**src/hw/barrel_wb_pkg.sv**
```systemverilog
package barrel_wb_pkg;

    // ==================================================================
    // widths and counts
    // ==================================================================

    // data and pc width
    localparam int unsigned XLEN       = 32;
    // hart slots in the barrel
    localparam int unsigned NUM_HARTS  = 4;
    // hart index width, follows the slot count
    localparam int unsigned HART_W     = $clog2(NUM_HARTS);
    // x0..x31
    localparam int unsigned REG_ADDR_W = 5;
    // sequential fetch step, one 32-bit instruction
    localparam int unsigned PC_STEP    = 4;

    // ==================================================================
    // basic types
    // ==================================================================

    typedef logic [XLEN-1:0]       word_t;
    typedef logic [HART_W-1:0]     hart_t;
    typedef logic [REG_ADDR_W-1:0] reg_addr_t;

    // reduced opcode set seen by write-back
    // branch compare already resolved upstream, result lands in alu_res[0]
    typedef enum logic [3:0] {
        OP_NOP,
        OP_ALU,
        OP_LUI,
        OP_JAL,
        OP_JALR,
        OP_BRANCH,
        // loads
        OP_LB,
        OP_LH,
        OP_LW,
        OP_LBU,
        OP_LHU,
        // stores, no register write here
        OP_SB,
        OP_SH,
        OP_SW
    } opcode_e;

    // ==================================================================
    // pipeline words
    // ==================================================================

    // one instruction result entering write-back
    typedef struct packed {
        hart_t     hart;
        opcode_e   opcode;
        reg_addr_t rd;
        word_t     alu_res;
        word_t     rs1;
        word_t     imm;
        word_t     pc;
        // low two bits of the load address, picks the lane
        logic [1:0] addr_lo;
    } wb_in_t;

    // next-pc decision for the slot
    typedef struct packed {
        logic  has_new_pc;
        // jal / jalr, link goes to rd
        logic  save_pc;
        word_t link;
        word_t target;
    } npc_t;

    // register file write port
    typedef struct packed {
        logic      wen;
        hart_t     hart;
        reg_addr_t addr;
        word_t     data;
    } rf_write_t;

    // per-hart pc update toward fetch
    // computed low means fetch keeps its own pc plus 4
    typedef struct packed {
        logic  computed;
        hart_t hart;
        word_t pc;
    } pc_update_t;

endpackage

```
**src/hw/barrel_wb_top.sv**
```systemverilog
module barrel_wb_top (
    input  logic                      clk,
    input  logic                      rst_n,
    input  barrel_wb_pkg::wb_in_t     wb_i,
    input  barrel_wb_pkg::word_t      dmem_rdata_i,
    output barrel_wb_pkg::rf_write_t  rf_write_o,
    output barrel_wb_pkg::pc_update_t pc_update_o
);
    import barrel_wb_pkg::*;

    // combinational results for the current slot
    word_t load_val;
    npc_t  npc;

    // ==================================================================
    // parallel units, same cycle as the slot
    // ==================================================================

    // lane pick from the data memory word
    load_align load_align_inst (
        .clk        (clk),
        .rst_n      (rst_n),
        .opcode_i   (wb_i.opcode),
        .addr_lo_i  (wb_i.addr_lo),
        .rdata_i    (dmem_rdata_i),
        .load_val_o (load_val)
    );

    // jump and branch resolution
    next_pc_calc next_pc_calc_inst (
        .clk   (clk),
        .rst_n (rst_n),
        .wb_i  (wb_i),
        .npc_o (npc)
    );

    // registered rf write and pc update, one cycle later
    regfile_write_stage regfile_write_stage_inst (
        .clk         (clk),
        .rst_n       (rst_n),
        .wb_i        (wb_i),
        .load_val_i  (load_val),
        .npc_i       (npc),
        .rf_write_o  (rf_write_o),
        .pc_update_o (pc_update_o)
    );

endmodule

```
**src/hw/load_align.sv**
```systemverilog
module load_align (
    input  logic                 clk,
    input  logic                 rst_n,
    input  barrel_wb_pkg::opcode_e opcode_i,
    input  logic [1:0]           addr_lo_i,
    input  barrel_wb_pkg::word_t rdata_i,
    output barrel_wb_pkg::word_t load_val_o
);
    import barrel_wb_pkg::*;

    logic [7:0]  byte_lane;
    logic [15:0] half_lane;
    logic        half_ok;

    // ==================================================================
    // lane select from the word-wide read
    // ==================================================================

    // byte lane by offset, little endian
    always_comb begin
        case (addr_lo_i)
            2'd0: byte_lane = rdata_i[7:0];
            2'd1: byte_lane = rdata_i[15:8];
            2'd2: byte_lane = rdata_i[23:16];
            default: byte_lane = rdata_i[31:24];
        endcase
    end

    // half lane, only offsets 0 and 2 are aligned
    assign half_ok   = (addr_lo_i[0] == 1'b0);
    assign half_lane = addr_lo_i[1] ? rdata_i[31:16] : rdata_i[15:0];

    // ==================================================================
    // extension per load type
    // ==================================================================

    always_comb begin
        case (opcode_i)
            OP_LB:  load_val_o = {{(XLEN-8){byte_lane[7]}}, byte_lane};
            OP_LBU: load_val_o = {{(XLEN-8){1'b0}}, byte_lane};
            // misaligned half gives zero
            OP_LH:  load_val_o = half_ok ? {{(XLEN-16){half_lane[15]}}, half_lane} : '0;
            OP_LHU: load_val_o = half_ok ? {{(XLEN-16){1'b0}}, half_lane} : '0;
            OP_LW:  load_val_o = rdata_i;
            // not a load
            default: load_val_o = '0;
        endcase
    end

    // misaligned half loads never leak lane data
    a_half_misaligned_zero: assert property (
        @(posedge clk) disable iff (!rst_n)
        ((opcode_i inside {OP_LH, OP_LHU}) && addr_lo_i[0]) |-> (load_val_o == '0)
    );

endmodule

```
**src/hw/next_pc_calc.sv**
```systemverilog
module next_pc_calc (
    input  logic                  clk,
    input  logic                  rst_n,
    input  barrel_wb_pkg::wb_in_t wb_i,
    output barrel_wb_pkg::npc_t   npc_o
);
    import barrel_wb_pkg::*;

    word_t rel_target;
    word_t jalr_sum;
    logic  br_taken;

    // ==================================================================
    // candidate targets
    // ==================================================================

    // jal and taken branch share the pc-relative adder
    assign rel_target = wb_i.pc + wb_i.imm;
    // register-indirect for jalr
    assign jalr_sum   = wb_i.rs1 + wb_i.imm;
    // comparator result from the alu
    assign br_taken   = wb_i.alu_res[0];

    // ==================================================================
    // redirect decision
    // ==================================================================

    always_comb begin
        npc_o.has_new_pc = 1'b0;
        npc_o.save_pc    = 1'b0;
        // return address, pc of the next instruction
        npc_o.link       = wb_i.pc + word_t'(PC_STEP);
        npc_o.target     = rel_target;
        case (wb_i.opcode)
            OP_JAL: begin
                npc_o.has_new_pc = 1'b1;
                npc_o.save_pc    = 1'b1;
            end
            OP_JALR: begin
                npc_o.has_new_pc = 1'b1;
                npc_o.save_pc    = 1'b1;
                // lsb forced low per rv32 jalr
                npc_o.target     = {jalr_sum[XLEN-1:1], 1'b0};
            end
            OP_BRANCH: begin
                npc_o.has_new_pc = br_taken;
            end
            default: begin
                npc_o.has_new_pc = 1'b0;
            end
        endcase
    end

    a_jalr_target_even: assert property (
        @(posedge clk) disable iff (!rst_n)
        (wb_i.opcode == OP_JALR) |-> (npc_o.target[0] == 1'b0)
    );

    // a link write always comes with a redirect
    a_save_implies_redirect: assert property (
        @(posedge clk) disable iff (!rst_n)
        npc_o.save_pc |-> npc_o.has_new_pc
    );

endmodule

```
**src/hw/regfile_write_stage.sv**
```systemverilog
module regfile_write_stage (
    input  logic                      clk,
    input  logic                      rst_n,
    input  barrel_wb_pkg::wb_in_t     wb_i,
    input  barrel_wb_pkg::word_t      load_val_i,
    input  barrel_wb_pkg::npc_t       npc_i,
    output barrel_wb_pkg::rf_write_t  rf_write_o,
    output barrel_wb_pkg::pc_update_t pc_update_o
);
    import barrel_wb_pkg::*;

    logic       wr_skip;
    logic       is_load;
    word_t      wr_data;
    rf_write_t  rf_next;
    pc_update_t pc_next;

    // ==================================================================
    // write classification
    // ==================================================================

    // branches, stores and nop leave the register file alone
    assign wr_skip = wb_i.opcode inside {OP_BRANCH, OP_SB, OP_SH, OP_SW, OP_NOP};

    assign is_load = wb_i.opcode inside {OP_LB, OP_LH, OP_LW, OP_LBU, OP_LHU};

    // write data priority
    // lui imm, then link, then load, then alu
    always_comb begin
        if (wb_i.opcode == OP_LUI) begin
            wr_data = wb_i.imm;
        end else if (npc_i.save_pc) begin
            wr_data = npc_i.link;
        end else if (is_load) begin
            wr_data = load_val_i;
        end else begin
            wr_data = wb_i.alu_res;
        end
    end

    // ==================================================================
    // next register values
    // ==================================================================

    always_comb begin
        rf_next.wen  = !wr_skip;
        // hart tag follows the slot either way
        rf_next.hart = wb_i.hart;
        // addr and data zeroed on skipped slots
        rf_next.addr = wr_skip ? '0 : wb_i.rd;
        rf_next.data = wr_skip ? '0 : wr_data;
    end

    // redirect target or the slot's own pc
    always_comb begin
        pc_next.computed = npc_i.has_new_pc;
        pc_next.hart     = wb_i.hart;
        pc_next.pc       = npc_i.has_new_pc ? npc_i.target : wb_i.pc;
    end

    // ==================================================================
    // output registers
    // ==================================================================

    always_ff @(posedge clk) begin
        if (!rst_n) begin
            rf_write_o  <= '0;
            pc_update_o <= '0;
        end else begin
            rf_write_o  <= rf_next;
            pc_update_o <= pc_next;
        end
    end

    // ==================================================================
    // checks
    // ==================================================================

    // skipped slot never shows a write on the registered port
    a_skip_no_wen: assert property (
        @(posedge clk) disable iff (!rst_n)
        wr_skip |=> !rf_write_o.wen
    );

endmodule

```
**config.mk**
```make
export PLATFORM = sky130hd
export DESIGN_NAME = barrel_wb_top
export DESIGN_NICKNAME = d
export VERILOG_FILES = /design/src/hw/barrel_wb_pkg.sv /design/src/hw/barrel_wb_top.sv /design/src/hw/load_align.sv /design/src/hw/next_pc_calc.sv /design/src/hw/regfile_write_stage.sv
export SDC_FILE = /design/constraint.sdc
export NUM_CORES = 1
export LEC_CHECK = 0
export ABC_CLOCK_PERIOD_IN_PS = 6700
export BUFFER_PORTS_ARGS = -buffer_cell sky130_fd_sc_hd__clkbuf_2
export CORE_ASPECT_RATIO = 0.5
export CORE_MARGIN = 2
export CORE_UTILIZATION = 35
export CTS_BUF_LIST = sky130_fd_sc_hd__clkbuf_4 sky130_fd_sc_hd__clkbuf_8
export DETAILED_ROUTE_END_ITERATION = 10
export PLACE_DENSITY = 0.66
export REMOVE_ABC_BUFFERS = 1
export SYNTH_ARGS = -nofsm -noshare
export SYNTH_HDL_FRONTEND = slang
export SYNTH_SLANG_ARGS = --single-unit
```
**constraint.sdc**
```tcl
create_clock -name clk -period 6.7 [get_ports clk]
set_input_delay 1.34 -clock clk [delete_from_list [all_inputs] [get_ports clk]]
set_output_delay 1.34 -clock clk [all_outputs]
set_load 0.03 [all_outputs]
```
## Word-level counts from Yosys, hierarchy flattened

Cells that the tools add are included.

- Bits in registers: 73
- Input port bits: 175
- Output and inout bits: 75

- Add/sub/neg operators: 3
- Equal/unequal tests: 14
- Mux-type cells: 12
- Bitwise gates (word level): 1
- Reductions and logical operators: 7

Operators with widths:

| kind | number |
|---|---|
| $mux 32 | 6 |
| $pmux 32 s5 | 1 |
| $add 32x32->32 | 2 |
| $add 32x3->32 const B | 1 |
| $mux 16 | 2 |
| $eq 4x4->1 const B | 6 |
| $pmux 8 s3 | 1 |
| $eq 4x3->1 const B | 4 |
| $reduce_bool 5->1 | 2 |
| $eq 4x2->1 const B | 2 |
| $logic_not 4->1 | 1 |
| $reduce_or 2->1 | 2 |
| $eq 2x1->1 const B | 1 |
| $eq 2x2->1 const B | 1 |
| $logic_not 2->1 | 1 |
| $pmux 1 s2 | 1 |
| $logic_not 1->1 | 1 |
| $mux 1 | 1 |
| $not 1->1 | 1 |

## Depth between registers and ports, before layout

Gate-level depths: netlist of the first run.

- Depth after elaboration: 6
- Depth in mapped cells: 11
- Mapped depth without buffers: 11

## Cells and area by module

From an unflattened synthesis of the first run, not the netlist that was laid out.

- Cells, all modules: 1,246
- Area, all modules: 9,511.6 um^2

By module, submodules not included:

| module | times used | cells each | area each (um^2) | sequential area each (um^2) |
|---|---|---|---|---|
| next_pc_calc | 1 | 642 | 4,309.1 | 0.0 |
| regfile_write_stage | 1 | 471 | 4,202.8 | 1,461.4 |
| load_align | 1 | 133 | 999.7 | 0.0 |

## Least setup slack after synthesis of the first run

Ideal clock, no wire load.

- Path kind: input -> register
- Start point: input port wb_i[2] (netlist bit)
- End point: register, netlist name regfile_write_stage_inst.pc_update_o[22]
- Arrival: 3.581 ns
- Required time: 6.624 ns
- Path slack: 3.043 ns
- Stages: 11
- Buffers on the path: 0
- Path through: ha_1 fa_1 a21o_2 a221oi_2 a211oi_4 a21oi_2 o31ai_4 a31oi_1 xnor2_1 nand2_1 a21boi_0

- Cells in the longest elaborated chain, start to end: 3

Ends and longest elaborated chain:

| what | RTL line | text |
|---|---|---|
| from (decl) | barrel_wb_top.sv:4 | `input barrel_wb_pkg::wb_in_t wb_i,` |
| $add 32x32->32 | next_pc_calc.sv:18 | `assign rel_target = wb_i.pc + wb_i.imm;` |
| $mux 32 | next_pc_calc.sv:34 | `case (wb_i.opcode)` |
| $mux 32 | regfile_write_stage.sv:58 | `pc_next.pc = npc_i.has_new_pc ? npc_i.target : wb_i.pc;` |

Every way passes these cells.
A chain may end at the register's enable or synchronous reset.

## Worst setup path in the final report of the first run

- Start point: input port wb_i[34] (netlist bit)
- End point: register, netlist name regfile_write_stage_inst.pc_update_o[28]

- Cells in the longest elaborated chain, start to end: 3
- Elaborated cells between the ends (all ways): 4

Ends and longest elaborated chain:

| what | RTL line |
|---|---|
| $add 32x32->32, on equally long branches | next_pc_calc.sv:18, next_pc_calc.sv:20 |
| $mux 32 * | next_pc_calc.sv:34 |
| $mux 32 * | regfile_write_stage.sv:58 |

Every way passes the cells marked *; elsewhere a longest branch is shown, timed or not.

==> metrics, run 1 <==
worst-path cell chain=clkbuf_2, and2_1, fa_1, a21o_1, a311oi_1, o211ai_2, nand3_2, a2111oi_2, a211oi_2, o21bai_2, xnor2_1, a221oi_2; Post-synth EDFFs=0; post-detail-place hpwl=24.2 mm; PnR worst setup slack=2.85 ns; Pre-antenna DRT Iters=6; n_diodes=0; Seq/Total Area, Yosys=0.193; Levels on crit path=12; Tcrit/Tclk final=0.574; CTS tree=built; Mapped Area=0.00756 mm^2; PortBufs=249; floorplan row count=37; H-tree depth=3; Max Freq=260 MHz; Hold Crit Class=in2reg; clk slew on worst S/H paths=0.09 ns; share of layout cells above drive strength 1=0.257; Root Buffer=clkbuf_8; commonest non-fill, non-tap cell in the layout=clkbuf_2; Setup WS pre-CTS=2.53 ns; Yosys reg bits=73; WL final=30.4 mm; All-Layer GR Usage=0.261; drt first-iter violations=660; crit-path max FO=4; crit path capture type=flop; routed vias=8,731; Max-Cap Viols=0; Synth area leader=dfxtp_1; area grow syn2layout=21.1%; Finished Layout Cells=1,511; Critical Path RT=7.02 ns; total power=1.57 mW; commonest non-fill, non-tap cells in the layout=clkbuf_2, nand2_1, a21oi_1, nor2_1, dfxtp_1; Hold Path Depth=2; Synth Instances=1,000; TritonCTS buffer count=9; Max VDD drop=0.0954 mV; die height=108 um; DIE WIDTH=212 um; hold path start=wb_i[132]; leading register cell type out of synthesis=dfxtp_1; Ys Warns=0; core area=0.0209 mm^2; Setup crit start kind=input pin; Post-CTS Resized=0; clk sinks=73; Final GP Congestion=0.991; number of global-route vias before repair=8,294; cell class contributing the biggest share of worst-path delay=compound AO/OA/AOI/OAI gates; final total negative setup slack=0 ns; clk buf depth=2; Slew headroom=0.165; Placed Cells=1,495; initial core utilization=0.362; CP bufs+invs=1; Synth Area per Inst=7.56 um^2; Setup violations, final=0; Slew Limit Fails=0; worst setup path start=wb_i[34]; io pins=250; Layout Nets=1,453; first-pass GRT wire length=45.7 mm; P_leak=4.11 nW; Worst EP arrival=4.16 ns; setup bufs post-CTS=0; slowest stage delay, CP=0.51 ns; Crit-path slowest cell=a311oi_1; routed len/inst=20.1 um; Post-synth ARST share=0; initial antenna violation count=0; top cells by area, synth=dfxtp_1, ha_1, a21oi_1; unrepaired setup endpoints after global routing=false; PD cells=172 mW/mm^2; remaining antenna violation count after routing=0; final hold vios=0; Yosys cell types=83; die area=0.0229 mm^2; largest net degree at the start of global routing=40; Crit Path Category=in2reg; top cell type's share of synthesized area=0.193; Period minus WS final=3.85 ns; vias per cell=5.78; Residual DRC=0; status=completed; remaining global-route overflow=0; Least-Margin Pin Slew=1.25 ns; hold_buf cts=0
-- registers in the layout, summed over array words and instances (netlist names) --
name / cells
regfile_write_stage_inst.rf_write_o: 40
regfile_write_stage_inst.pc_update_o: 33
-- power breakdown --
part / switching (mW) / total, mW / internal (mW)
clock: 0.200 / 0.375 / 0.175
sequential: 0.0115 / 0.481 / 0.469
combinational: 0.451 / 0.718 / 0.267
-- path summary, 6_finish.rpt --
kind,end,slack (ns)
min,regfile_write_stage_inst.rf_write_o[34]$_SDFF_PP0_,1.14
max,regfile_write_stage_inst.pc_update_o[28]$_SDFF_PN0_,2.85
-- cells by family (layout without fill, tap and decap cells) --
kind of cell,Yosys count,after routing,share of synthesized area
and+or+nand+nor,349,349,0.215
AOI/OAI and AO/OA,346,346,0.314
muxes,11,11,0.0250
adders and majority gates,64,64,0.108
DFF,73,73,0.193
buffers and inverters,74,293,0.0496
xor gates and xnor gates,83,83,0.0961
-- per-stage QoR --
stage	hold slack, ns	instance area (um^2)	utilization
after floorplan	1.46	7260	-
after global placement	1.54	8960	0.429
after detailed placement	1.55	8960	0.429
after CTS	1.12	9160	0.439
after global routing	1.13	9160	0.439
final	1.14	9160	0.439
-- cells in the mapped netlist, types with 11 or more instances --
cell type / instances
ha_1: 62
xnor2_1: 43
a21oi_1: 108
a31oi_1: 11
nand2_1: 120
and3_1: 18
xor2_1: 40
a211oi_1: 26
dfxtp_1: 73
and2_1: 14
buf_2: 13
clkbuf_1: 32
nor2_1: 97
inv_1: 20
o211a_1: 12
nand3_1: 34
a21o_1: 14
o211ai_1: 25
nor3_1: 21
a221oi_1: 11
o21ai_0: 56
-- area by class of cell --
| class | count | area [um^2] |
|---|---|---|
| Fill cell | 2150 | 11700 |
| Multi-Input combinational cell | 853 | 5750 |
| Sequential cell | 73 | 1460 |
| Timing Repair Buffer | 257 | 1310 |
| Tap cell | 292 | 365 |
| Clock buffer | 9 | 124 |
| Clock inverter | 7 | 76.3 |
| Inverter | 20 | 75.1 |
-- per-layer routing --
layer | vias up | GRT usage | share of wire
met4 | 0 | 0.0996 | 0.029
met3 | 62 | 0.0543 | 0.078
met5 | - | 0 | 0
li1 | 4139 | - | -
met1 | 4160 | 0.338 | 0.43
met2 | 370 | 0.429 | 0.47
Note: power is estimated with default switching activity, not from simulation.
==> run 2: changes to the inputs <==
Settings changed: ABC_CLOCK_PERIOD_IN_PS 6700 to 3700.
Clock period 6.7 ns to 3.7 ns, I/O delays scaled along.
==> run 2 against run 1 <==
Net effect: global-route usage is 0.098 points higher; die area stayed put; final cell count is 0.93% higher; sequential cell count stayed put; clock power is 85% higher; hold slack worse by 0.60 ns; first-iteration DRC count is 18% higher; critical path depth is 1 lower; worst setup slack worse by 2.3 ns; clock-buffer cell count is 1 higher; power is 83% higher; largest cell class unchanged; highest routed layer unchanged.
==> metrics, run 2 (synthesis gave the netlist of run 1 again) <==
slowest stage delay, CP=0.40 ns (was 0.51 ns); All-Layer GR Usage=0.262 (was 0.261); routed len/inst=20.1 um (about the same); Setup crit start kind=input pin (unchanged); remaining antenna violation count after routing=0 (unchanged); Critical Path RT=4.02 ns (was 7.02 ns); first-pass GRT wire length=45.7 mm (about the same); Crit-path slowest cell=a221o_1 (was a311oi_1); Hold Crit Class=in2reg (unchanged); PnR worst setup slack=0.585 ns (was 2.85 ns); final hold vios=0 (unchanged); area grow syn2layout=23.0% (was 21.1%); drt first-iter violations=776 (was 660); setup bufs post-CTS=0 (unchanged); Setup violations, final=0 (unchanged); Pre-antenna DRT Iters=7 (was 6); Setup WS pre-CTS=0.222 ns (was 2.53 ns); cell class contributing the biggest share of worst-path delay=compound AO/OA/AOI/OAI gates (unchanged); number of global-route vias before repair=8,157 (was 8,294); Internal=1.68 mW (was 911 uW); post-detail-place hpwl=24.8 mm (was 24.2 mm); Worst EP arrival=3.43 ns (was 4.16 ns); crit-path max FO=7 (was 4); Crit Path Category=in2reg (unchanged); area of placed instances=0.00910 mm^2 (was 0.00896 mm^2); PortBufs=249 (unchanged); P_leak=4.20 nW (was 4.11 nW); Slew headroom=0.271 (was 0.165); Root Buffer=clkbuf_8 (unchanged); initial antenna violation count=0 (unchanged); Hold Path Depth=2 (unchanged); hold_buf cts=0 (unchanged); Largest register FFs=40 (unchanged); remaining global-route overflow=0 (unchanged); CP bufs+invs=1 (unchanged); Residual DRC=0 (unchanged); Net Sw Power=1.20 mW (was 663 uW); logic gate share of total power=0.458 (was 0.456); CTS tree=built (unchanged); Max VDD drop=0.141 mV (was 0.0954 mV); clk buf depth=2 (unchanged); die height=108 um (unchanged); Tcrit/Tclk final=0.842; worst-path cell chain=clkbuf_2, ha_1, a21o_2, o21bai_2, a31oi_2, a21oi_1, a221o_1, a31oi_1, o21ai_0, xnor2_1, a211oi_1 (was clkbuf_2, and2_1, fa_1, a21o_1, a311oi_1, o211ai_2, nand3_2, a2111oi_2, a211oi_2, o21bai_2, xnor2_1, a221oi_2); clock network power share=0.241 (was 0.238); sw frac=0.417 (was 0.421); share of layout cells above drive strength 1=0.265 (was 0.257); Slew Limit Fails=0 (unchanged); io pins=250 (unchanged); final core occ=0.446 (was 0.439); unrepaired setup endpoints after global routing=false (unchanged); crit path capture type=flop (unchanged); clk slew on worst S/H paths=0.09 ns (about the same); Period minus WS final=3.11 ns; routed vias=8,801 (was 8,731); DIE WIDTH=212 um (unchanged); Max-Cap Viols=0 (unchanged); commonest non-fill, non-tap cells in the layout=clkbuf_2, nand2_1, a21oi_1, nor2_1, dfxtp_1 (unchanged); Biggest register=regfile_write_stage_inst.rf_write_o (unchanged); largest net degree at the start of global routing=35 (was 40); floorplan row count=37 (unchanged); post-route cell area=0.00930 mm^2 (was 0.00916 mm^2); Final GP Congestion=1.02 (was 0.991); core area=0.0209 mm^2 (unchanged); vias per cell=5.77 (was 5.78); Post-CTS Resized=0 (unchanged); initial core utilization=0.362 (unchanged); final total negative setup slack=0 ns (unchanged); n_diodes=0 (unchanged); status=completed (unchanged); TritonCTS buffer count=9 (unchanged); biggest regs=regfile_write_stage_inst.rf_write_o (40), regfile_write_stage_inst.pc_update_o (33) (unchanged); Max Freq=321 MHz; WL final=30.7 mm (was 30.4 mm); Layout Nets=1,467 (was 1,453); die area=0.0229 mm^2 (unchanged); H-tree depth=3 (unchanged); Least-Margin Pin Slew=1.09 ns (was 1.25 ns); PD cells=310 mW/mm^2 (was 172 mW/mm^2); commonest non-fill, non-tap cell in the layout=clkbuf_2 (unchanged); clk sinks=73 (unchanged); sequential power share=0.302 (was 0.305); Levels on crit path=11 (was 12)
==> run 2: path summary, 6_finish.rpt <==
kind	from	end
min	wb_i[131]	regfile_write_stage_inst.rf_write_o[33]$_SDFF_PP0_
max	wb_i[6]	regfile_write_stage_inst.pc_update_o[29]$_SDFF_PN0_
==> run 2: cell type report <==
cell class,instances,area [um^2]
inverter,20,75.1
fill,2144,11600
timing repair buffer,271,1450
multi-input combinational,853,5750
tap,292,365
clock buffer,10,138
sequential,73,1460
clock inverter,6,66.3
==> run 2: power groups by stage <==
stage                     combinational (mW)  sequential (mW)  clock [mW]
after floorplan                        0.704             1.02           0
after global placement                  1.29            0.888           0
after detailed placement                1.29            0.888           0
after CTS                               1.30            0.870       0.706
after global routing                    1.43            0.874       0.736
final                                   1.32            0.869       0.693
==> run 2: layer usage <==
metal / track usage / vias to the layer above / wire length, um
met5: 0 / - / 0
met4: 0.0770 / 0 / 635
met3: 0.0532 / 44 / 2270
met2: 0.423 / 373 / 14300
met1: 0.353 / 4232 / 13500
li1: - / 4152 / -
==> run 2: metrics by stage <==
step           cells  total power [mW]  hold slack [ns]
5_1_grt         1525              3.04            0.528
4_1_cts         1525              2.88            0.524
6_report        1525              2.88            0.537
3_3_place_gp    1509              2.18            0.942
3_5_place_dp    1509              2.18            0.945
2_1_floorplan    946              1.72            0.862
